$ cat src/source/mandel_defs.svh
`ifndef MANDEL_DEFS_SVH
`define MANDEL_DEFS_SVH

// fixed point word, signed 4.23
`define FIX_W 27
`define FIX_FRAC 23

// iteration counter and default limit
`define ITER_W 13
`define MAX_ITER_DEFAULT 1000

// frame geometry and video memory layout
`define H_RES_DEFAULT 640
`define V_RES_DEFAULT 480
`define COORD_W 10
`define ADDR_ROW_SHIFT 10

// quiet time after the last pixel of a frame
`define IDLE_CYCLES 256

// |z|^2 bound, 4.0
`define ESCAPE_LIMIT 27'sh2000000
// c at pixel (0,0), -2.0 and -1.0
`define X_ORIGIN_DEFAULT (-27'sd16777216)
`define Y_ORIGIN_DEFAULT (-27'sd8388608)
// about 3/640 between neighbours
`define STEP_DEFAULT 27'sd39322

`endif

$ cat src/source/fixed_math_pkg.sv
`default_nettype none

`include "mandel_defs.svh"

package fixed_math_pkg;

	// ==================================================
	// arithmetic types
	// ==================================================

	// signed 4.23 value
	typedef logic signed [`FIX_W-1:0] fix_t;

	// full product of two fix_t, before rescaling
	typedef logic signed [2*`FIX_W-1:0] prod_t;

	// escape-time count
	typedef logic [`ITER_W-1:0] iter_t;

endpackage

`default_nettype wire

$ cat src/source/frame_bus_pkg.sv
`default_nettype none

`include "mandel_defs.svh"

package frame_bus_pkg;

	// ==================================================
	// frame buffer side
	// ==================================================

	// pixel column or row
	typedef logic [`COORD_W-1:0] coord_t;

	// word address on the video memory bus
	typedef logic [31:0] bus_addr_t;

	// 8-bit palette colour
	typedef logic [7:0] color_t;

	// pixel scan FSM
	typedef enum logic [2:0] {
		IDLE_INIT,
		SOLVE_START,
		SOLVE_WAIT,
		WRITE,
		WRITE_ACK,
		PAUSE,
		FRAME_IDLE
	} scan_state_t;

endpackage

`default_nettype wire

$ cat src/source/iter_palette.sv
`timescale 1ns/100ps
`default_nettype none

`include "mandel_defs.svh"

module iter_palette #(
	parameter int unsigned MAX_ITER = `MAX_ITER_DEFAULT
) (
	input  wire fixed_math_pkg::iter_t iter_count,
	output frame_bus_pkg::color_t      pixel_color
);

	// position of the leading one, 0 for a zero count
	logic [3:0] msb;
	// count padded below so short counts zero-fill
	logic [`ITER_W+4:0] ext;
	logic [2:0] band;
	logic [4:0] frac;

	always_comb begin
		msb = '0;
		for (int i = 0; i < `ITER_W; i++)
			if (iter_count[i])
				msb = 4'(i);
	end

	// log band in the top bits, five bits under the leading one below
	assign ext  = {iter_count, 5'b0};
	assign band = (msb > 4'd7) ? 3'd7 : msb[2:0];
	assign frac = ext[msb +: 5];

	// never escaped means inside the set, black
	assign pixel_color = (iter_count == fixed_math_pkg::iter_t'(MAX_ITER)) ? '0 : {band, frac};

endmodule

`default_nettype wire

$ cat config.mk
export PLATFORM = sky130hd
export DESIGN_NAME = iter_palette
export DESIGN_NICKNAME = d
export VERILOG_FILES = /design/src/source/fixed_math_pkg.sv /design/src/source/frame_bus_pkg.sv /design/src/source/iter_palette.sv
export VERILOG_INCLUDE_DIRS = /design/src /design/src/source
export SDC_FILE = /design/constraint.sdc
export NUM_CORES = 1
export LEC_CHECK = 0
export ABC_AREA = 0
export BUFFER_PORTS_ARGS = -buffer_cell sky130_fd_sc_hd__buf_2
export CAP_MARGIN = 20
export CORE_MARGIN = 3
export CORE_UTILIZATION = 40
export DETAILED_ROUTE_END_ITERATION = 10
export PLACE_DENSITY = 0.66
export SLEW_MARGIN = 40
export SYNTH_ARGS = -nofsm -noshare
export SYNTH_HDL_FRONTEND = slang
export SYNTH_SLANG_ARGS = --single-unit
$ cat constraint.sdc
create_clock -name vclk -period 1.95
set_input_delay 0.195 -clock vclk [all_inputs]
set_output_delay 0.195 -clock vclk [all_outputs]
set_load 0.01 [all_outputs]
==> impl_metrics.py <==
metrics = {
    "power_and_ir_drop": {
        "p_leak_nw": 0.6334,
        "p_per_area_nw_per_um2": 221.6,
        "p_seq_share_pct": 0,
        "p_total_uw": 308.6,
        "p_int_uw": 151.7,
        "switchingPower_uw": 157.0,
        "pwr-share-comb_pct": 100.0,
        "vdd_drop_max_mv": 0.1448,
        "switching_share_pct": 50.86,
        "clockPowerShare_pct": 0,
    },
    "sta": {
        "worst_pin_slew_ns": 0.4778,
        "post-route-period-util_pct": 107.6,
        "maxSlewViolCount": 0,
        "finalSetupTns_ns": -0.3533,
        "slew_headroom_pct": 67.87,
        "min_period_ns": 2.099,
        "setup_ws_ns": -0.1491,
        "hold_viol": 0,
        "clock.fmax_ghz": 0.4764,
        "rsz0062_at_grt": "yes",
        "setup-violations-final": 5,
    },
    "floorplan": {
        "initial_utilization_pct": 43.82,
        "rows": 15,
        "core_area_um2": 1802,
        "die_h_um": 50.43,
        "die_w_um": 50.43,
        "io_pins": 21,
        "die-area_um2": 2543,
    },
    "finish": {
        "final_cell_mix": "buf_4 (43), nor2_1 (14), buf_2 (14), inv_1 (8), mux2i_1 (8)",
        "n_antenna_cell": 0,
        "area_delta_synth_final_pct": 76.39,
        "drive_gt1_share_pct": 54.86,
        "seqCellArea_um2": 0,
        "final_common_cell": "buf_4",
        "flops_and_latches": 0,
        "nFillCells": 133,
        "post-route-util_pct": 77.29,
        "fin_nets": 190,
        "design_area_um2": 1393,
        "clkbuf_count": 0,
    },
    "logic_synthesis": {
        "yosysSeqAreaShare_pct": 0,
        "synth_cells": 115,
        "syn-num-nets": 128,
        "yosysTopAreaCell": "mux2i_1",
        "syn_area_per_cell_um2": 6.865,
        "yosys-top-cells-area": "mux2i_1 (10%), nor2_1 (7.1%), a21oi_1 (7.0%)",
        "yosys_warnings": 0,
        "synthDistinctLibCells": 46,
        "synth_area_um2": 789.5,
        "yosys.area.top_type_share_pct": 10.14,
    },
    "critical_path": {
        "worstPathRequired_ns": 1.75,
        "cp_max_fo": 5,
        "critical_path_buf_inv_count": 4,
        "slowest_stage": "or2_2",
        "cp.arrival_ns": 1.90,
        "critPathMaxStageDelay_ns": 0.36,
        "crit_path_start_kind": "input port",
        "end_kind": "output pin",
        "criticalPathCategory": "input port to output pin",
        "cp_top_family": "simple AND/OR/NAND/NOR gates",
        "timing.critical_path.cells": "buf_2 -> or2_2 -> nor2_1 -> buf_4 -> nor3_4 -> nor3b_1 -> buf_4 -> o2bb2ai_1 -> nor3_1 -> buf_2",
    },
    "global_route": {
        "grt_first_pass_wirelength_mm": 5.382,
        "grt_remaining_overflow": 0,
        "antenna_found_initial": 0,
        "grt_max_degree": 10,
        "grt.total_usage_pct": 27.08,
        "grt_pass1_vias": 1181,
    },
    "placed_design": {
        "dp_hpwl_mm": 2.631,
        "dp_slack_ns": -0.1258,
        "placed_area_um2": 1182,
        "place_congestion": 0.9462,
        "port_buffers": 21,
    },
    "outcome": {
        "status": "finished with violations",
        "violations": "setup timing",
    },
    "routing": {
        "wl_met3_um": 319,
        "num_vias": 1242,
        "totalWireLength_mm": 3.626,
        "met2_length_mm": 1.819,
        "drt_first_pass_iters": 4,
        "drt_first_iter_violations": 64,
        "viasPerCell": 6.210,
        "top_layer_used": "met4",
        "routedWlPerCell_um": 18.13,
        "drcViolationCount": 0,
        "wl_met1_mm": 1.370,
        "ant_nets": 0,
    },
    "job": {
        "maxCapViolCount": 0,
    },
    "min_path": {
        "min_path_type": "input port to output pin",
    },
}
cell usage after synthesis (2+ instances only):
cell        n
or2_2       3
clkbuf_1    3
inv_1       9
mux2i_1     8
nor2b_1     2
o31ai_1     3
or4_4       2
o311a_1     2
o21ai_0     3
a21oi_1    11
o2111ai_1   2
a31oi_1     3
a211o_1     2
o22ai_1     2
nor3_1      4
o21a_1      2
nand2_1     7
buf_2       2
nand2b_1    2
o2111a_1    2
a311oi_1    2
nor2_1     15
worst paths after layout:
| path | start | end | slack [ns] | cells after the start |
|---|---|---|---|---|
| worst max-delay path | iter_count[10] | pixel_color[3] | -0.15 | 10 |
| worst min-delay path | iter_count[9] | pixel_color[2] | 0.93 | 5 |
per-layer routing:
layer,vias up,GRT usage (%)
met4,0,9.865
met1,574,32.68
li1,573,-
met3,12,0.8902
met2,83,50.22
met5,-,0
repair_timing:
action                                  CTS  global route
buffers inserted                          0             7
endpoints found under the setup margin    5             5
gates resized for setup                  17            23
cloned                                    0             0
hold buffers                              0             0
pin swaps                                 4            13
power groups by stage:
stage,registers [mW],logic [mW],clock network [mW]
global placement,0,0.249,0
CTS,0,0.268,0
global route,0,0.327,0
detailed placement,0,0.252,0
floorplan,0,0.132,0
finish,0,0.309,0
cell type report:
type / instances / area, um2 / area share, %
Multi-Input combinational cell: 100 / 820.8 / 58.94
Tap cell: 25 / 31.28 / 2.246
Inverter: 9 / 33.78 / 2.426
Timing Repair Buffer: 66 / 506.7 / 36.39
through the flow:
stage	std cells	hold WS (ns)
6_report	200	0.9259
2_1_floorplan	115	0.6256
3_3_place_gp	193	0.9358
3_5_place_dp	193	0.9389
5_1_grt	200	0.9535
4_1_cts	193	0.9086
cell families (layout without fill, tap and decap cells):
family / Yosys count / after routing / share of synthesized area [%]
and+or+nand+nor: 45 / 45 / 32.49
buffers and inverters: 15 / 75 / 7.924
AOI/OAI and AO/OA: 46 / 46 / 48.02
muxes: 9 / 9 / 11.57
Note: power is estimated with default switching activity, not from simulation.
