File: config.mk
export PLATFORM = sky130hd
export DESIGN_NAME = pixel_mapper
export DESIGN_NICKNAME = d
export VERILOG_FILES = /design/src/source/fixed_math_pkg.sv /design/src/source/frame_bus_pkg.sv /design/src/source/pixel_mapper.sv
export VERILOG_INCLUDE_DIRS = /design/src /design/src/source
export SDC_FILE = /design/constraint.sdc
export NUM_CORES = 1
export LEC_CHECK = 0
export ABC_CLOCK_PERIOD_IN_PS = 17400
export BUFFER_PORTS_ARGS = -buffer_cell sky130_fd_sc_hd__buf_2
export CORE_MARGIN = 10
export CORE_UTILIZATION = 45
export DETAILED_ROUTE_END_ITERATION = 10
export PLACE_DENSITY = 0.66
export RECOVER_POWER = 100
export SLEW_MARGIN = 0
export SYNTH_ARGS = -nofsm -noshare
export SYNTH_HDL_FRONTEND = slang
export SYNTH_SLANG_ARGS = --single-unit
File: constraint.sdc
create_clock -name vclk -period 17.4
set_clock_uncertainty 0.1 [all_clocks]
set_input_delay 0.87 -clock vclk [all_inputs]
set_output_delay 0.87 -clock vclk [all_outputs]
set_load 0.02 [all_outputs]
File: src/source/mandel_defs.svh
`ifndef MANDEL_DEFS_SVH
`define MANDEL_DEFS_SVH

// fixed point word, signed 4.23
`define FIX_W 27
`define FIX_FRAC 23

// iteration counter and default limit
`define ITER_W 13
`define MAX_ITER_DEFAULT 1000

// frame geometry and video memory layout
`define H_RES_DEFAULT 640
`define V_RES_DEFAULT 480
`define COORD_W 10
`define ADDR_ROW_SHIFT 10

// quiet time after the last pixel of a frame
`define IDLE_CYCLES 256

// |z|^2 bound, 4.0
`define ESCAPE_LIMIT 27'sh2000000
// c at pixel (0,0), -2.0 and -1.0
`define X_ORIGIN_DEFAULT (-27'sd16777216)
`define Y_ORIGIN_DEFAULT (-27'sd8388608)
// about 3/640 between neighbours
`define STEP_DEFAULT 27'sd39322

`endif

File: src/source/fixed_math_pkg.sv
`default_nettype none

`include "mandel_defs.svh"

package fixed_math_pkg;

	// ==================================================
	// arithmetic types
	// ==================================================

	// signed 4.23 value
	typedef logic signed [`FIX_W-1:0] fix_t;

	// full product of two fix_t, before rescaling
	typedef logic signed [2*`FIX_W-1:0] prod_t;

	// escape-time count
	typedef logic [`ITER_W-1:0] iter_t;

endpackage

`default_nettype wire

File: src/source/frame_bus_pkg.sv
`default_nettype none

`include "mandel_defs.svh"

package frame_bus_pkg;

	// ==================================================
	// frame buffer side
	// ==================================================

	// pixel column or row
	typedef logic [`COORD_W-1:0] coord_t;

	// word address on the video memory bus
	typedef logic [31:0] bus_addr_t;

	// 8-bit palette colour
	typedef logic [7:0] color_t;

	// pixel scan FSM
	typedef enum logic [2:0] {
		IDLE_INIT,
		SOLVE_START,
		SOLVE_WAIT,
		WRITE,
		WRITE_ACK,
		PAUSE,
		FRAME_IDLE
	} scan_state_t;

endpackage

`default_nettype wire

File: src/source/pixel_mapper.sv
`timescale 1ns/100ps
`default_nettype none

`include "mandel_defs.svh"

module pixel_mapper #(
	parameter fixed_math_pkg::fix_t X_ORIGIN = `X_ORIGIN_DEFAULT,
	parameter fixed_math_pkg::fix_t Y_ORIGIN = `Y_ORIGIN_DEFAULT,
	parameter fixed_math_pkg::fix_t STEP     = `STEP_DEFAULT
) (
	input  wire logic [3:0]            zoom,
	input  wire frame_bus_pkg::coord_t pix_x,
	input  wire frame_bus_pkg::coord_t pix_y,
	output fixed_math_pkg::fix_t       c_re,
	output fixed_math_pkg::fix_t       c_im
);

	// origin plus coord steps, integer times fixed point
	// no rounding, product wraps to the word width
	function automatic fixed_math_pkg::fix_t axis_point(
		input fixed_math_pkg::fix_t  origin,
		input frame_bus_pkg::coord_t coord,
		input fixed_math_pkg::fix_t  step
	);
		fixed_math_pkg::fix_t coord_fix;
		coord_fix = {{(`FIX_W - `COORD_W){1'b0}}, coord};
		return origin + coord_fix * step;
	endfunction

	// each zoom level halves the spacing
	fixed_math_pkg::fix_t step_z;
	assign step_z = STEP >>> zoom;

	assign c_re = axis_point(X_ORIGIN, pix_x, step_z);
	assign c_im = axis_point(Y_ORIGIN, pix_y, step_z);

endmodule

`default_nettype wire

==> results.sh, run 1 <==
export IMPL_synth_top_area_share=0.3863
export IMPL_setup_violations=0
export IMPL_tightest_slew_ns=1.606
export IMPL_synth_top_area_cell="fa_1"
export IMPL_drc=0
export IMPL_postCtsHoldBufs=0
export IMPL_start_util=0.4576
export IMPL_synth_fp_nets=1795
export IMPL_grt_max_degree=36
export IMPL_coreArea_um2=25250
export IMPL_hold_depth=3
export IMPL_cp_start_kind="input pin"
export IMPL_drtIter0Drc=506
export IMPL_synth_cell_types=53
export IMPL_fin_area_um2=12120
export IMPL_synth_yosys_seq_area_share=0
export IMPL_post_cts_buffers=0
export IMPL_grt_overflow_total=0
export IMPL_via_count=9054
export IMPL_finalNetCount=1825
export IMPL_cap_violations=1
export IMPL_syn_area_um2=11560
export IMPL_hp_class="input pin to output port"
export IMPL_p_leak_nw=6.546
export IMPL_dr_pass1_iters=5
export IMPL_antenna_found_initial=0
export IMPL_worstSetupEndpointType="output port"
export IMPL_avgRoutedWirePerCell_um=15.00
export IMPL_yosys_top_cells_area="fa_1, ha_1, inv_1"
export IMPL_fin_crit_ns=9.174
export IMPL_period_share=0.5272
export IMPL_regArea_um2=0
export IMPL_synthToLayoutAreaGrowth_pct=4.862
export IMPL_die_height_um=180.3
export IMPL_grt_pass1_vias=9571
export IMPL_die_w_um=180.3
export IMPL_peakVddDrop_mv=0.1716
export IMPL_status="finished, violations left"
export IMPL_grt_use_total=0.1606
export IMPL_grt_pass1_wl_um=45420
export IMPL_violations="max-capacitance violations, max-slew violations"
export IMPL_placementRows=58
export IMPL_crit_type="input pin to output port"
export IMPL_post_dp_cell_area_um2=12220
export IMPL_viasPerCell=5.246
export IMPL_critPathMaxFanout=20
export IMPL_fmax_mhz=109.0
export IMPL_slew_viol_final=21
export IMPL_cts_resized=0
export IMPL_ant_nets=0
export IMPL_antennaDiodeCount=0
export IMPL_tns_ns=0
export IMPL_syn_area_per_cell_um2=8.447
export IMPL_drive_above_1_share=0.03725
export IMPL_design_seq_count=0
export IMPL_dp_hpwl_um=21420
export IMPL_port_buffers=78
export IMPL_synthCells=1368
export IMPL_holdWs_ns=2.155
export IMPL_slew_headroom=-0.07468
export IMPL_power_mw=1.346
export IMPL_rsz0062_at_grt="no"
export IMPL_arrival_ns=8.20
export IMPL_die_area_um2=32490
export IMPL_gp_congestion=0.8816
export IMPL_ios=78
export IMPL_hold_violations=0
export IMPL_power_density_nw_per_um2=111.1
export IMPL_ys_warn_count=0
export IMPL_clock_buffer_count=0
export IMPL_required_ns=16.43
export IMPL_wl_um=25880
-- worst max-delay path: stages --
cell,delay (ns)
clkbuf_1,0.21
inv_1,0.15
ha_1,0.38
nor2_1,1.21
nand2_1,0.21
fa_1,0.55
fa_1,0.51
inv_1,0.06
fa_1,0.49
fa_1,0.49
inv_1,0.05
fa_1,0.47
inv_1,0.04
ha_1,0.23
a2111oi_0,0.73
a21oi_2,0.22
o31ai_1,0.39
nand2_2,0.15
o211a_1,0.25
o311ai_1,0.25
clkbuf_1,0.28
-- cell usage after synthesis, types with 2 or more instances --
| cell | number |
|---|---|
| nor2b_1 | 13 |
| clkbuf_1 | 60 |
| and2_1 | 160 |
| o2111ai_1 | 3 |
| nand2_1 | 157 |
| o21a_1 | 6 |
| a21o_1 | 24 |
| mux2i_1 | 2 |
| fa_1 | 223 |
| xor2_1 | 7 |
| a21oi_1 | 43 |
| nand3_1 | 2 |
| o21bai_1 | 4 |
| xnor2_1 | 29 |
| a21boi_0 | 2 |
| o31a_1 | 3 |
| inv_1 | 308 |
| or3_1 | 3 |
| ha_1 | 180 |
| o211ai_1 | 5 |
| o31ai_1 | 2 |
| a211o_1 | 2 |
| a211oi_1 | 6 |
| nor2_1 | 33 |
| nor3_1 | 5 |
| nand4_1 | 7 |
| and4_1 | 2 |
| o21ai_0 | 21 |
| and3_1 | 32 |
-- through the flow --
stage	worst slack, ns	instances	utilization
global placement	9.134	1726	0.4838
detailed placement	9.023	1726	0.4838
finish	8.226	1726	0.4798
global route	7.675	1726	0.4798
CTS	8.994	1726	0.4838
floorplan	10.15	1368	-
-- report_power, final --
part	leakage, nW	internal, mW	total (mW)	switching [mW]
sequential	0	0	0	0
combinational	6.55	0.497	1.35	0.849
clock	0	0	0	0
-- cell families after synthesis --
group           Yosys count  share of synthesized area
compound gates          134                    0.07958
mux                       3                   0.002707
fa+ha+maj               403                     0.5812
xor+xnor                 36                    0.02728
buf+inv                 369                     0.1200
simple gates            423                     0.1893
-- cells in the final DEF, fill, tap and decap left out, types with 2 or more instances in the layout --
master and n:
and3_1 32, buf_4 9, a211oi_1 6, a21oi_1 43, and4_1 2, inv_1 308
o31a_1 3, and2_1 155, clkbuf_1 43, nor3_1 5, nor2_1 33, nand3_1 2
and2_0 5, mux2i_1 2, nor4_1 2, buf_2 37, xnor2_1 29, o21a_1 6
ha_1 180, a211o_1 2, a21o_1 24, nor2b_1 13, o2111ai_1 3, o211ai_1 5
nand4_1 7, o21bai_1 4, fa_1 223, xor2_1 7, or3_1 3, a21boi_0 2
o31ai_1 3, o21ai_0 20, nand2_1 157
-- path summary, 6_finish.rpt --
kind / endpoint / start / slack [ns]
worst min-delay path: c_im[0] / pix_y[0] / 2.16
worst max-delay path: c_im[25] / zoom[1] / 8.23
-- per-layer routing --
layer  vias up  routed length, um  part of all wire  track usage
met5         -                  0                 0            0
met4         0                456             0.018      0.02428
met3        37               1320             0.051      0.01586
met2       234              13120              0.51       0.2913
met1      4541              10990              0.42       0.2049
li1       4242                  -                 -            -
-- area by class of cell --
type               instances  area [um2]
fillers                 2468       13140
multi-input cells        999       10130
inverters                308        1156
repair buffers            89       414.1
well taps                330       412.9
No activity file was read; power rests on OpenSTA's default activity.
==> run 2: changes to the inputs <==
- ABC_CLOCK_PERIOD_IN_PS: 17400 -> 9180
- clock period: 17.4 -> 9.18 ns (I/O delays scaled with it)
==> results.sh, run 2 (synthesized netlist as in run 1, its figures left out) <==
export IMPL_die_area_um2=32490
export IMPL_grt_use_total=0.1590
export IMPL_gp_congestion=0.8631
export IMPL_p_leak_nw=6.540
export IMPL_final_cell_mix="inv_1, fa_1, ha_1"
export IMPL_slew_viol_final=0
export IMPL_required_ns=8.62
export IMPL_tightest_slew_ns=0.9727
export IMPL_final_common_cell="inv_1"
export IMPL_power_density_nw_per_um2=209.1
export IMPL_hp_class="input pin to output port"
export IMPL_cap_violations=0
export IMPL_slew_headroom=0.3515
export IMPL_critPathMaxFanout=13
export IMPL_grt_overflow_total=0
export IMPL_peakVddDrop_mv=0.1638
export IMPL_dp_hpwl_um=21160
export IMPL_regArea_um2=0
export IMPL_arrival_ns=7.44
export IMPL_drive_above_1_share=0.03943
export IMPL_cts_resized=0
export IMPL_postCtsHoldBufs=0
export IMPL_hold_violations=0
export IMPL_power_mw=2.533
export IMPL_fin_crit_ns=8.003
export IMPL_dr_pass1_iters=5
export IMPL_viasPerCell=5.186
export IMPL_finalCoreUtilization=0.4798
export IMPL_avgRoutedWirePerCell_um=14.58
export IMPL_min_delay_start="pix_y[0]"
export IMPL_port_buffers=78
export IMPL_finalNetCount=1824
export IMPL_setup_violations=0
export IMPL_holdWs_ns=1.343
export IMPL_antennaDiodeCount=0
export IMPL_worstSetupEndpointType="output port"
export IMPL_placementRows=58
export IMPL_post_cts_buffers=0
export IMPL_rsz0062_at_grt="no"
export IMPL_drtIter0Drc=362
export IMPL_drc=0
export IMPL_cp_start_kind="input pin"
export IMPL_holdPathEnd="c_im[0]"
export IMPL_grt_pass1_wl_um=45310
export IMPL_via_count=8946
export IMPL_antenna_found_initial=0
export IMPL_crit_type="input pin to output port"
export IMPL_coreArea_um2=25250
export IMPL_synthToLayoutAreaGrowth_pct=4.862
export IMPL_design_seq_count=0
export IMPL_ios=78
export IMPL_grt_max_degree=36
export IMPL_period_share=0.8718
export IMPL_die_w_um=180.3
export IMPL_wl_um=25160
export IMPL_start_util=0.4576
export IMPL_final_setup_worst_slack_ns=1.177
export IMPL_die_height_um=180.3
export IMPL_status="complete, no violations"
export IMPL_tns_ns=0
export IMPL_post_place_ws_ns=1.639
export IMPL_hold_depth=3
export IMPL_fmax_mhz=124.9
export IMPL_grt_pass1_vias=9663
export IMPL_ant_nets=0
export IMPL_clock_buffer_count=0
run 2: cell types whose count changed in the layout (fill, tap and decap cells not counted), sizes merged:
cell / delta
clkbuf: -1
run 2: per-stage QoR:
step                      cells  cell area (um2)
after global placement     1725            12220
after detailed placement   1725            12220
after floorplan            1368            11560
after CTS                  1725            12220
final                      1725            12120
after global routing       1725            12120
run 2: worst max-delay path by stage:
stage             from       end  slack [ns]  cells past startpoint
3_5_place_dp   zoom[1]  c_re[24]        1.64                     25
5_1_grt        zoom[0]  c_im[25]        0.71                     23
6_report       zoom[0]  c_im[25]        1.18                     23
2_1_floorplan  zoom[1]  c_im[25]        2.75                     22
3_3_place_gp   zoom[1]  c_re[24]        1.85                     24
4_1_cts        zoom[1]  c_re[24]        1.64                     25
run 2: power by group:
group | internal (mW) | switching, mW | leakage, nW | total (mW)
registers | 0 | 0 | 0 | 0
logic | 0.938 | 1.60 | 6.54 | 2.53
clock network | 0 | 0 | 0 | 0
total | 0.938 | 1.60 | 6.54 | 2.53
run 2: cell type report:
| class | instances | area (um2) |
|---|---|---|
| Fill cell | 2553 | 13140 |
| Inverter | 308 | 1156 |
| Multi-Input combinational cell | 999 | 10140 |
| Tap cell | 330 | 412.9 |
| Timing Repair Buffer | 88 | 405.4 |
run 2: critical path, stage by stage:
cell and delay, ns:
buf_2 0.13, inv_1 0.08, ha_1 0.46, a21oi_1 0.17
a21oi_1 0.64, clkbuf_1 0.45, and2_0 0.22, fa_1 0.42
ha_1 0.20, fa_1 0.48, inv_1 0.05, fa_1 0.44
fa_1 0.51, inv_1 0.04, ha_1 0.33, a21o_1 0.21
a2111oi_0 0.76, a21oi_2 0.23, o31ai_4 0.26, nand2_2 0.12
o211a_1 0.24, o311ai_1 0.26, clkbuf_1 0.27
run 2: per-layer routing:
layer  up-vias  part of all wire  global-route usage
li1       4241                 -                   -
met1      4481              0.43              0.2059
met2       196              0.50              0.2888
met3        28             0.046             0.01024
met4         0             0.016             0.02362
met5         -                 0                   0
