`src/source/mandel_defs.svh`:
```
`ifndef MANDEL_DEFS_SVH
`define MANDEL_DEFS_SVH

// fixed point word, signed 4.23
`define FIX_W 27
`define FIX_FRAC 23

// iteration counter and default limit
`define ITER_W 13
`define MAX_ITER_DEFAULT 1000

// frame geometry and video memory layout
`define H_RES_DEFAULT 640
`define V_RES_DEFAULT 480
`define COORD_W 10
`define ADDR_ROW_SHIFT 10

// quiet time after the last pixel of a frame
`define IDLE_CYCLES 256

// |z|^2 bound, 4.0
`define ESCAPE_LIMIT 27'sh2000000
// c at pixel (0,0), -2.0 and -1.0
`define X_ORIGIN_DEFAULT (-27'sd16777216)
`define Y_ORIGIN_DEFAULT (-27'sd8388608)
// about 3/640 between neighbours
`define STEP_DEFAULT 27'sd39322

`endif

```
`src/source/frame_bus_pkg.sv`:
```
`default_nettype none

`include "mandel_defs.svh"

package frame_bus_pkg;

	// ==================================================
	// frame buffer side
	// ==================================================

	// pixel column or row
	typedef logic [`COORD_W-1:0] coord_t;

	// word address on the video memory bus
	typedef logic [31:0] bus_addr_t;

	// 8-bit palette colour
	typedef logic [7:0] color_t;

	// pixel scan FSM
	typedef enum logic [2:0] {
		IDLE_INIT,
		SOLVE_START,
		SOLVE_WAIT,
		WRITE,
		WRITE_ACK,
		PAUSE,
		FRAME_IDLE
	} scan_state_t;

endpackage

`default_nettype wire

```
`src/source/frame_scanner.sv`:
```
`timescale 1ns/100ps
`default_nettype none

`include "mandel_defs.svh"

module frame_scanner #(
	parameter int                      H_RES     = `H_RES_DEFAULT,
	parameter int                      V_RES     = `V_RES_DEFAULT,
	parameter frame_bus_pkg::bus_addr_t VRAM_BASE = 32'h0000_0000
) (
	input  wire logic                  iCLK,
	input  wire logic                  arst_n,
	input  wire logic [3:0]            pause_len,
	input  wire logic                  solve_done,
	input  wire frame_bus_pkg::color_t pixel_color,
	input  wire logic                  bus_ack,
	output frame_bus_pkg::coord_t      pix_x,
	output frame_bus_pkg::coord_t      pix_y,
	output logic                       solve_start,
	output logic                       bus_write,
	output frame_bus_pkg::bus_addr_t   bus_addr,
	output logic [31:0]                bus_write_data,
	output logic                       frame_done
);

	// shared counter for the pause and the frame idle wait
	localparam int WAIT_W = $clog2(`IDLE_CYCLES);

	frame_bus_pkg::scan_state_t state;
	logic [WAIT_W-1:0] wait_cnt;
	frame_bus_pkg::bus_addr_t pixel_addr;
	logic last_pixel;

	// base + x + y * row stride
	assign pixel_addr = VRAM_BASE + frame_bus_pkg::bus_addr_t'(pix_x)
		+ (frame_bus_pkg::bus_addr_t'(pix_y) << `ADDR_ROW_SHIFT);

	assign last_pixel = (pix_x == frame_bus_pkg::coord_t'(H_RES - 1))
		&& (pix_y == frame_bus_pkg::coord_t'(V_RES - 1));

	// solver kick, one cycle per pixel
	assign solve_start = (state == frame_bus_pkg::SOLVE_START);

	// ==================================================
	// scan FSM
	// ==================================================
	always_ff @(posedge iCLK or negedge arst_n) begin
		if (!arst_n) begin
			state      <= frame_bus_pkg::IDLE_INIT;
			pix_x      <= '0;
			pix_y      <= '0;
			wait_cnt   <= '0;
			bus_write  <= 1'b0;
			frame_done <= 1'b0;
		end else begin
			frame_done <= 1'b0;
			case (state)
				// new frame from the top left corner
				frame_bus_pkg::IDLE_INIT: begin
					pix_x <= '0;
					pix_y <= '0;
					state <= frame_bus_pkg::SOLVE_START;
				end
				frame_bus_pkg::SOLVE_START:
					state <= frame_bus_pkg::SOLVE_WAIT;
				// colour is valid with solve_done, raise the write
				frame_bus_pkg::SOLVE_WAIT:
					if (solve_done) begin
						bus_write <= 1'b1;
						state     <= frame_bus_pkg::WRITE;
					end
				// hold the write until the bus takes it
				frame_bus_pkg::WRITE, frame_bus_pkg::WRITE_ACK:
					if (bus_ack) begin
						bus_write <= 1'b0;
						wait_cnt  <= '0;
						if (last_pixel) begin
							frame_done <= 1'b1;
							state      <= frame_bus_pkg::FRAME_IDLE;
						end else begin
							state <= frame_bus_pkg::PAUSE;
						end
					end else begin
						state <= frame_bus_pkg::WRITE_ACK;
					end
				// pause_len + 1 cycles, then step in raster order
				frame_bus_pkg::PAUSE:
					if (wait_cnt == WAIT_W'(pause_len)) begin
						if (pix_x == frame_bus_pkg::coord_t'(H_RES - 1)) begin
							pix_x <= '0;
							pix_y <= pix_y + frame_bus_pkg::coord_t'(1);
						end else begin
							pix_x <= pix_x + frame_bus_pkg::coord_t'(1);
						end
						state <= frame_bus_pkg::SOLVE_START;
					end else begin
						wait_cnt <= wait_cnt + WAIT_W'(1);
					end
				// frame finished, stay quiet before restarting
				frame_bus_pkg::FRAME_IDLE:
					if (wait_cnt == WAIT_W'(`IDLE_CYCLES - 1))
						state <= frame_bus_pkg::IDLE_INIT;
					else
						wait_cnt <= wait_cnt + WAIT_W'(1);
				default:
					state <= frame_bus_pkg::IDLE_INIT;
			endcase
		end
	end

	// bus payload, captured together with the rise of bus_write
	always_ff @(posedge iCLK) begin
		if (state == frame_bus_pkg::SOLVE_WAIT && solve_done) begin
			bus_addr       <= pixel_addr;
			bus_write_data <= {24'b0, pixel_color};
		end
	end

endmodule

`default_nettype wire

```
`config.mk`:
```
export PLATFORM = sky130hd
export DESIGN_NAME = frame_scanner
export DESIGN_NICKNAME = d
export VERILOG_FILES = /design/src/source/frame_bus_pkg.sv /design/src/source/frame_scanner.sv
export VERILOG_INCLUDE_DIRS = /design/src /design/src/source
export SDC_FILE = /design/constraint.sdc
export NUM_CORES = 1
export LEC_CHECK = 0
export ABC_AREA = 1
export ABC_CLOCK_PERIOD_IN_PS = 2100
export BUFFER_PORTS_ARGS = -buffer_cell sky130_fd_sc_hd__clkbuf_2
export CAP_MARGIN = 10
export CORE_ASPECT_RATIO = 0.5
export CORE_MARGIN = 4
export CORE_UTILIZATION = 52
export DETAILED_ROUTE_END_ITERATION = 12
export GPL_ROUTABILITY_DRIVEN = 0
export PLACE_DENSITY = 0.81
export SETUP_SLACK_MARGIN = 0.05
export SLEW_MARGIN = 20
export SYNTH_ARGS = -nofsm -noshare
export SYNTH_HDL_FRONTEND = slang
export SYNTH_SLANG_ARGS = --single-unit
```
`constraint.sdc`:
```
create_clock -name iCLK -period 2.1 [get_ports iCLK]
set_clock_uncertainty 0.1 [all_clocks]
set_input_delay 0.42 -clock iCLK [delete_from_list [all_inputs] [get_ports iCLK]]
set_output_delay 0.42 -clock iCLK [all_outputs]
set_load 0.02 [all_outputs]
```
==> results of run 1 <==
[path summary, 6_finish.rpt]
check                                       from                          end  slack, ns  cells after the start
max                         pix_x[0]$_DFFE_PN0P_         pix_y[3]$_DFFE_PN0P_       0.21                     10
min                                       arst_n      wait_cnt[2]$_DFFE_PN0P_       0.02                      2
max reg2reg                 pix_x[0]$_DFFE_PN0P_         pix_y[3]$_DFFE_PN0P_       0.21                     10
min reg2reg                bus_write$_DFFE_PN0P_        bus_write$_DFFE_PN0P_       0.41                      1
max in group asynchronous                 arst_n         pix_x[0]$_DFFE_PN0P_       1.56                      2
min in group iCLK                 pixel_color[3]  bus_write_data[3]$_DFFE_PP_       0.17                      1
[cell usage in the layout, fill, tap and decap left out, drive strengths merged, types with 2 or more instances in the layout]
master / Yosys / final
edfxtp: 28 / 28
o21ai: 12 / 12
nor3: 4 / 4
xnor2: 3 / 3
ha: 3 / 3
dfrtp: 33 / 33
nand3: 35 / 35
nand4: 20 / 20
nand2: 121 / 121
clkinv: 0 / 6
or2: 2 / 2
nor2: 44 / 44
clkbuf: 0 / 75
conb: 1 / 36
xor2: 3 / 3
inv: 42 / 43
buf: 42 / 7
a21oi: 2 / 2
[final cells by class]
type | count | area, sq um
clock buffers | 9 | 225
clock inverters | 7 | 50.0
fillers | 473 | 2170
inverters | 42 | 158
multi-input cells | 291 | 1400
flip-flops and latches | 61 | 1670
well taps | 88 | 110
repair buffers | 73 | 395
[cells by family (layout without fill, tap and decap cells)]
logic type               Yosys count  in the layout  share of synthesized area (%)
AND/OR/NAND/NOR                  229            229                           31.7
buffers and inverters             84            131                           13.7
flip-flops                        61             61                           49.2
AO/OA/AOI/OAI                     17             17                           2.70
XOR/XNOR                           6              6                           1.55
adder cells (fa/ha/maj)            3              3                           1.11
other                              1             36                          0.111
[power by group through the flow]
stage	Sequential, mW	Combinational [mW]	Clock (mW)
finish	1.47	1.25	1.32
global route	1.49	1.38	1.41
CTS	1.46	1.23	1.35
detailed placement	1.49	1.22	0
global placement	1.48	1.20	0
floorplan	1.51	0.970	0
[sequential cells by signal, summed over array words and instances (netlist names)]
register        count
pix_x              10
wait_cnt            8
bus_addr           20
state               3
frame_done          1
bus_write_data      8
bus_write           1
pix_y              10
[through the flow]
step | worst slack (ns) | instances | hold slack [ns]
detailed placement | 0.187 | 555 | 0.375
CTS | 0.162 | 571 | 0.0220
global placement | 0.228 | 555 | 0.371
global route | 0.0323 | 571 | 0.0454
floorplan | 0.273 | 436 | 0.0244
finish | 0.213 | 571 | 0.0178
[layer usage]
layer / vias to the layer above / track usage (%)
met4: 0 / 6.69
li1: 1392 / -
met1: 1298 / 23.7
met5: - / 0
met3: 10 / 6.53
met2: 114 / 28.4
[critical path, cell delays in order (launching register included)]
cell and delay [ns]:
dfrtp_2 0.44, ha_1 0.22, nand2_1 0.06, inv_1 0.09, nand2_1 0.12, nor2_4 0.25, nor2_8 0.06, nor2_8 0.17
nand2_4 0.12, nand2_1 0.08, nand2_1 0.05
==> results by group, run 1 <==
Floorplan
  – DIE HEIGHT: approximately 65 um
  – I/O pin count: 103
  – Die area: 7950 sq um
  – Num rows: 20
  – DIE WIDTH: between 100 and 150 um
  – Initial cell density of the core: 54.8%
  – CORE AREA: 6180 sq um

Worst setup path
  – CP max FO: 10
  – Setup crit end kind: register
  – Critical path class: reg2reg
  – Worst path arrival time: 2.00 ns
  – Startpoint types: register
  – Worst Path Required: 2.21 ns

Logic synthesis
  – Yosys warns: 0
  – Synth area leaders: edfxtp_1 25%, dfrtp_1 24%, nand2_1 13%
  – FF+latch count, synth: 61
  – Most frequent cell after synthesis: nand2_1
  – Most area-hungry cell type in the Yosys netlist: edfxtp_1
  – Synthesized netlist cell count: approximately 400
  – Mean Syn Cell Area: 8.45 sq um
  – Async S/R FF share, synth: 54.1%
  – Synth cell types: 35
  – Primary flip-flop cell chosen by synthesis mapping: dfrtp_1
  – Post-synth EDFFs: 28
  – Post-synth top area share: 24.8%
  – Sequential share of the synthesized area: around half
  – Commonest cells post-synth: 118 x nand2_1, 39 x nor2_1, 38 x buf_4, 38 x inv_1, 34 x nand3_1
  – Netlist Area Pre-Place: 3390 sq um

Run status
  – Run status: completed

Pwr
  – Part of the power in the clock network: 32.6%
  – Part of the power in registers: 36.4%
  – P_int: about 2.5 mW
  – Peak supply drop: 0.443 mV
  – Lkg Pwr: 2.02 nW
  – Sw power: 1.52 mW
  – Sw Ratio: between 30% and 40%
  – Design Power: a little over 4 mW
  – Combinational share of power: a little under a third
  – Power per cell area: 1010 nW/um^2

Timing
  – Setup repair after global routing missed its margin: false
  – Final slew viol count: 0
  – Period utilisation layout: 89.9%
  – Setup TNS: 0 ns
  – Final Hold Viols: 0
  – Fmax achieved: 0.530 GHz
  – Final count of negative-setup-slack endpoints: 0
  – Time the worst path needs with I/O delays and setup: 1.89 ns

Final layout
  – Final Util: 64.8%
  – Antenna cell count: 0
  – Synthesis-to-finish area growth: 18.2%
  – Nets: 497
  – Layout cell share with drive strength beyond 1: roughly 22%
  – Fin area: 4010 sq um

Routing
  – Initial detailed-routing violation count: 217
  – 1st-pass router iterations: 4
  – DR WL met3: ~670 um
  – Routed wire length: 7030 um
  – Vias per inst: ~4.9
  – Metal2 WL: 3210 um
  – Via Count: 2,814
  – Final ANT Viol Nets: 0
  – Met1 WL: 3080 um
  – Top Layer Used: met4
  – DR DRC count: 0
  – Drt wl/cell: around 12 um

CTS
  – Post-CTS Resized: 0
  – TritonCTS clock tree: done
  – Post-CTS Hold Buffers: 0
  – Num Clock Sinks: 61
  – Reg clk slew, reported paths: ~0.06 ns
  – Setup Buffers After CTS: 0
  – Root Driver: clkbuf_16
  – Clock Path Buffers: 2
  – Total CTS buffers: 9
  – Worst-Skew Late Latency: 0.33 ns
  – H-tree Lvls: 3

Flow run
  – Max Cap Viol: 0

GRT
  – Vias in the first global route: 2,437
  – Global-route wire length before repair: 11,200 um
  – Total global-route track usage: 18.2%
  – Pin count of the biggest net entering global routing: 34
  – Initial antenna violation count: 0
  – Total gr overflow: 0

Place
  – Port Buffers: 66
  – Post-DP HPWL: 5000 um
  – Cell area after placement: 3720 sq um

Worst hold path
  – Hold Path Class: in2async
(Power assumes the default switching activity.)
==> run 2: changes to the inputs <==
--- a/config.mk
+++ b/config.mk
@@ -12,10 +12,11 @@
 export CAP_MARGIN = 10
 export CORE_ASPECT_RATIO = 0.5
 export CORE_MARGIN = 4
-export CORE_UTILIZATION = 52
+export CORE_UTILIZATION = 53
+export CTS_BUF_LIST = sky130_fd_sc_hd__clkbuf_2
 export DETAILED_ROUTE_END_ITERATION = 12
 export GPL_ROUTABILITY_DRIVEN = 0
-export PLACE_DENSITY = 0.81
+export PLACE_DENSITY = 0.82
 export SETUP_SLACK_MARGIN = 0.05
 export SLEW_MARGIN = 20
 export SYNTH_ARGS = -nofsm -noshare
==> run 2 against run 1 <==
Clock power fell by 43%; design area down 1.6%; utilization down 0.49 points; register-to-register slack hardly changed; first-iteration DRC count is 20% higher; power decreased by 13%; worst hold slack better by 0.14 ns; sequential share of layout area up 0.66 points; clock-buffer cell count unchanged; critical endpoint is now solve_start; largest cell class unchanged; largest power group unchanged.
==> results by group, run 2 (synthesized netlist as in run 1, its figures left out) <==
Run status
  – Run status: completed

CTS
  – Clock Path Buffers: 2 (unchanged)
  – Worst-Skew Late Latency: 0.51 ns (+0.18 ns)
  – Total CTS buffers: 9 (unchanged)
  – H-tree Lvls: 3 (unchanged)
  – Num Clock Sinks: 61 (unchanged)
  – TritonCTS clock tree: done
  – Reg clk slew, reported paths: 0.16 ns (+0.10 ns)
  – Root Driver: clkbuf_2

Routing
  – Final ANT Viol Nets: 0 (unchanged)
  – Drt wl/cell: 12.2 um (-0.59%)
  – Initial detailed-routing violation count: 260 (+20%)
  – Routed wire length: 7130 um (+1.5%)
  – 1st-pass router iterations: 4 (unchanged)
  – DR DRC count: 0 (unchanged)
  – Vias per inst: 4.84 (-1.9%)
  – Via Count: 2,819 (+0.18%)

Timing
  – Setup repair after global routing missed its margin: false
  – Period utilisation layout: 92.4% (+2.5 points)
  – Final count of negative-setup-slack endpoints: 0 (unchanged)
  – Fmax achieved: 0.515 GHz (-2.7%)
  – Time the worst path needs with I/O delays and setup: 1.94 ns (+0.0532 ns)
  – Final slew viol count: 0 (unchanged)
  – Setup TNS: 0 ns (unchanged)
  – Final Hold Viols: 0 (unchanged)
  – Worst slew margin: 60.6%
  – Worst slew pin tran: ~0.59 ns

GRT
  – Total global-route track usage: 19.0% (+0.79 points)
  – GRT busiest layer: met2
  – Met3 GRT Util: 5.84% (-0.69 points)
  – Vias in the first global route: 2,463 (+1.1%)
  – Total gr overflow: 0 (unchanged)
  – Global-route wire length before repair: 11,700 um (+3.8%)
  – Met1 global-route usage: 24.6% (+0.93 points)
  – Met2 Usage GRT: 30.9% (+2.5 points)
  – Pin count of the biggest net entering global routing: 24 (-29%)
  – Initial antenna violation count: 0 (unchanged)

Flow run
  – Max Cap Viol: 0 (unchanged)

Floorplan
  – CORE AREA: 6130 sq um (-0.81%)
  – Die area: 7820 sq um (-1.7%)
  – Initial cell density of the core: 55.3% (+0.45 points)
  – I/O pin count: 103 (unchanged)
  – Num rows: 20 (unchanged)
  – DIE WIDTH: 121 um (-0.88%)
  – DIE HEIGHT: 64.6 um (-0.83%)

Worst setup path
  – Setup crit end kind: output pin
  – CP max FO: 6 (-4)
  – Startpoint types: register
  – Critical path class: reg2out
  – Worst path arrival time: 1.42 ns (-0.58 ns)
  – Worst Path Required: 1.58 ns (-0.63 ns)

Place
  – DP Cell Count: 558 (+0.54%)
  – Post-DP HPWL: 5200 um (+4.0%)
  – Port Buffers: 66 (unchanged)

Final layout
  – Most frequent cells in the layout: 118 x nand2_1, 75 x clkbuf_2, 39 x nor2_1, 38 x inv_1, 36 x conb_1
  – Layout cell share with drive strength beyond 1: 22.2% (-0.14 points)
  – Antenna cell count: 0 (unchanged)
  – Most common cell after layout, fill and taps aside: nand2_1
  – Synthesis-to-finish area growth: 16.4%
  – Max FFs per register: 20 (unchanged)
  – Nets: 509 (+2.4%)
  – Top flop regs: bus_addr: 20 flops, pix_x: 10 flops, pix_y: 10 flops
  – Fill count: 505 (+6.8%)
  – Finished Layout Cells: 583 (+2.1%)
  – Most flops, register: bus_addr

Pwr
  – Lkg Pwr: 2.00 nW (-1.0%)
  – Power per cell area: 885 nW/um^2 (-12%)
  – Peak supply drop: 0.419 mV (-5.6%)

Worst hold path
  – Hold Path Class: in2reg
==> run 2: final cells by class <==
class	instances	area, sq um	area share [%]
inverter	42	158	4.00
tap	88	110	2.79
sequential	61	1670	42.3
clock buffer	9	45.0	1.14
multi-input combinational	291	1400	35.4
clock inverter	7	72.6	1.84
timing repair buffer	85	495	12.6
==> run 2: routing by layer <==
| layer | up-vias | wire [um] |
|---|---|---|
| li1 | 1411 | - |
| met1 | 1298 | 3060 |
| met2 | 102 | 3380 |
| met3 | 8 | 608 |
| met4 | 0 | 78 |
| met5 | - | 0 |
==> run 2: path summary, 6_finish.rpt <==
check,startpoint,slack [ns],depth (start not counted),to
max,state[1]$_DFFE_PN0P_,0.16,2,solve_start
min,solve_done,0.16,3,state[2]$_DFFE_PN0P_
max reg2reg,pix_x[0]$_DFFE_PN0P_,0.20,10,pix_y[1]$_DFFE_PN0P_
min reg2reg,bus_write$_DFFE_PN0P_,0.42,1,bus_write$_DFFE_PN0P_
max in group asynchronous,arst_n,1.05,3,pix_x[9]$_DFFE_PN0P_
min in group asynchronous,arst_n,0.31,2,pix_y[6]$_DFFE_PN0P_
==> run 2: power breakdown <==
part	switching, mW	total [mW]	internal [mW]
sequential	0.0947	1.45	1.36
clock	0.469	0.748	0.279
combinational	0.920	1.29	0.373
==> run 2: repair_timing <==
item / in CTS / in global routing
endpoints found under the hold margin: 29 / 0
gates resized for setup: 1 / 1
hold buffers: 9 / 0
setup endpoints to repair: 1 / 1
setup buffers: 0 / 0
==> run 2: worst max-delay path: stages (launching register included) <==
cell and delay [ns]:
dfrtp_2 0.49, nor3_2 0.24, clkbuf_2 0.21
==> run 2: per-stage QoR <==
stage	hold slack, ns	utilization [%]	power (mW)	area [sq um]	setup slack, ns
2_1_floorplan	0.0244	-	2.48	3520	0.273
3_3_place_gp	0.339	60.9	2.69	3730	0.336
3_5_place_dp	0.351	60.9	2.73	3730	0.224
4_1_cts	0.131	64.3	3.49	3940	0.121
5_1_grt	0.130	64.3	3.74	3950	0.0531
6_report	0.156	64.3	3.49	3950	0.160
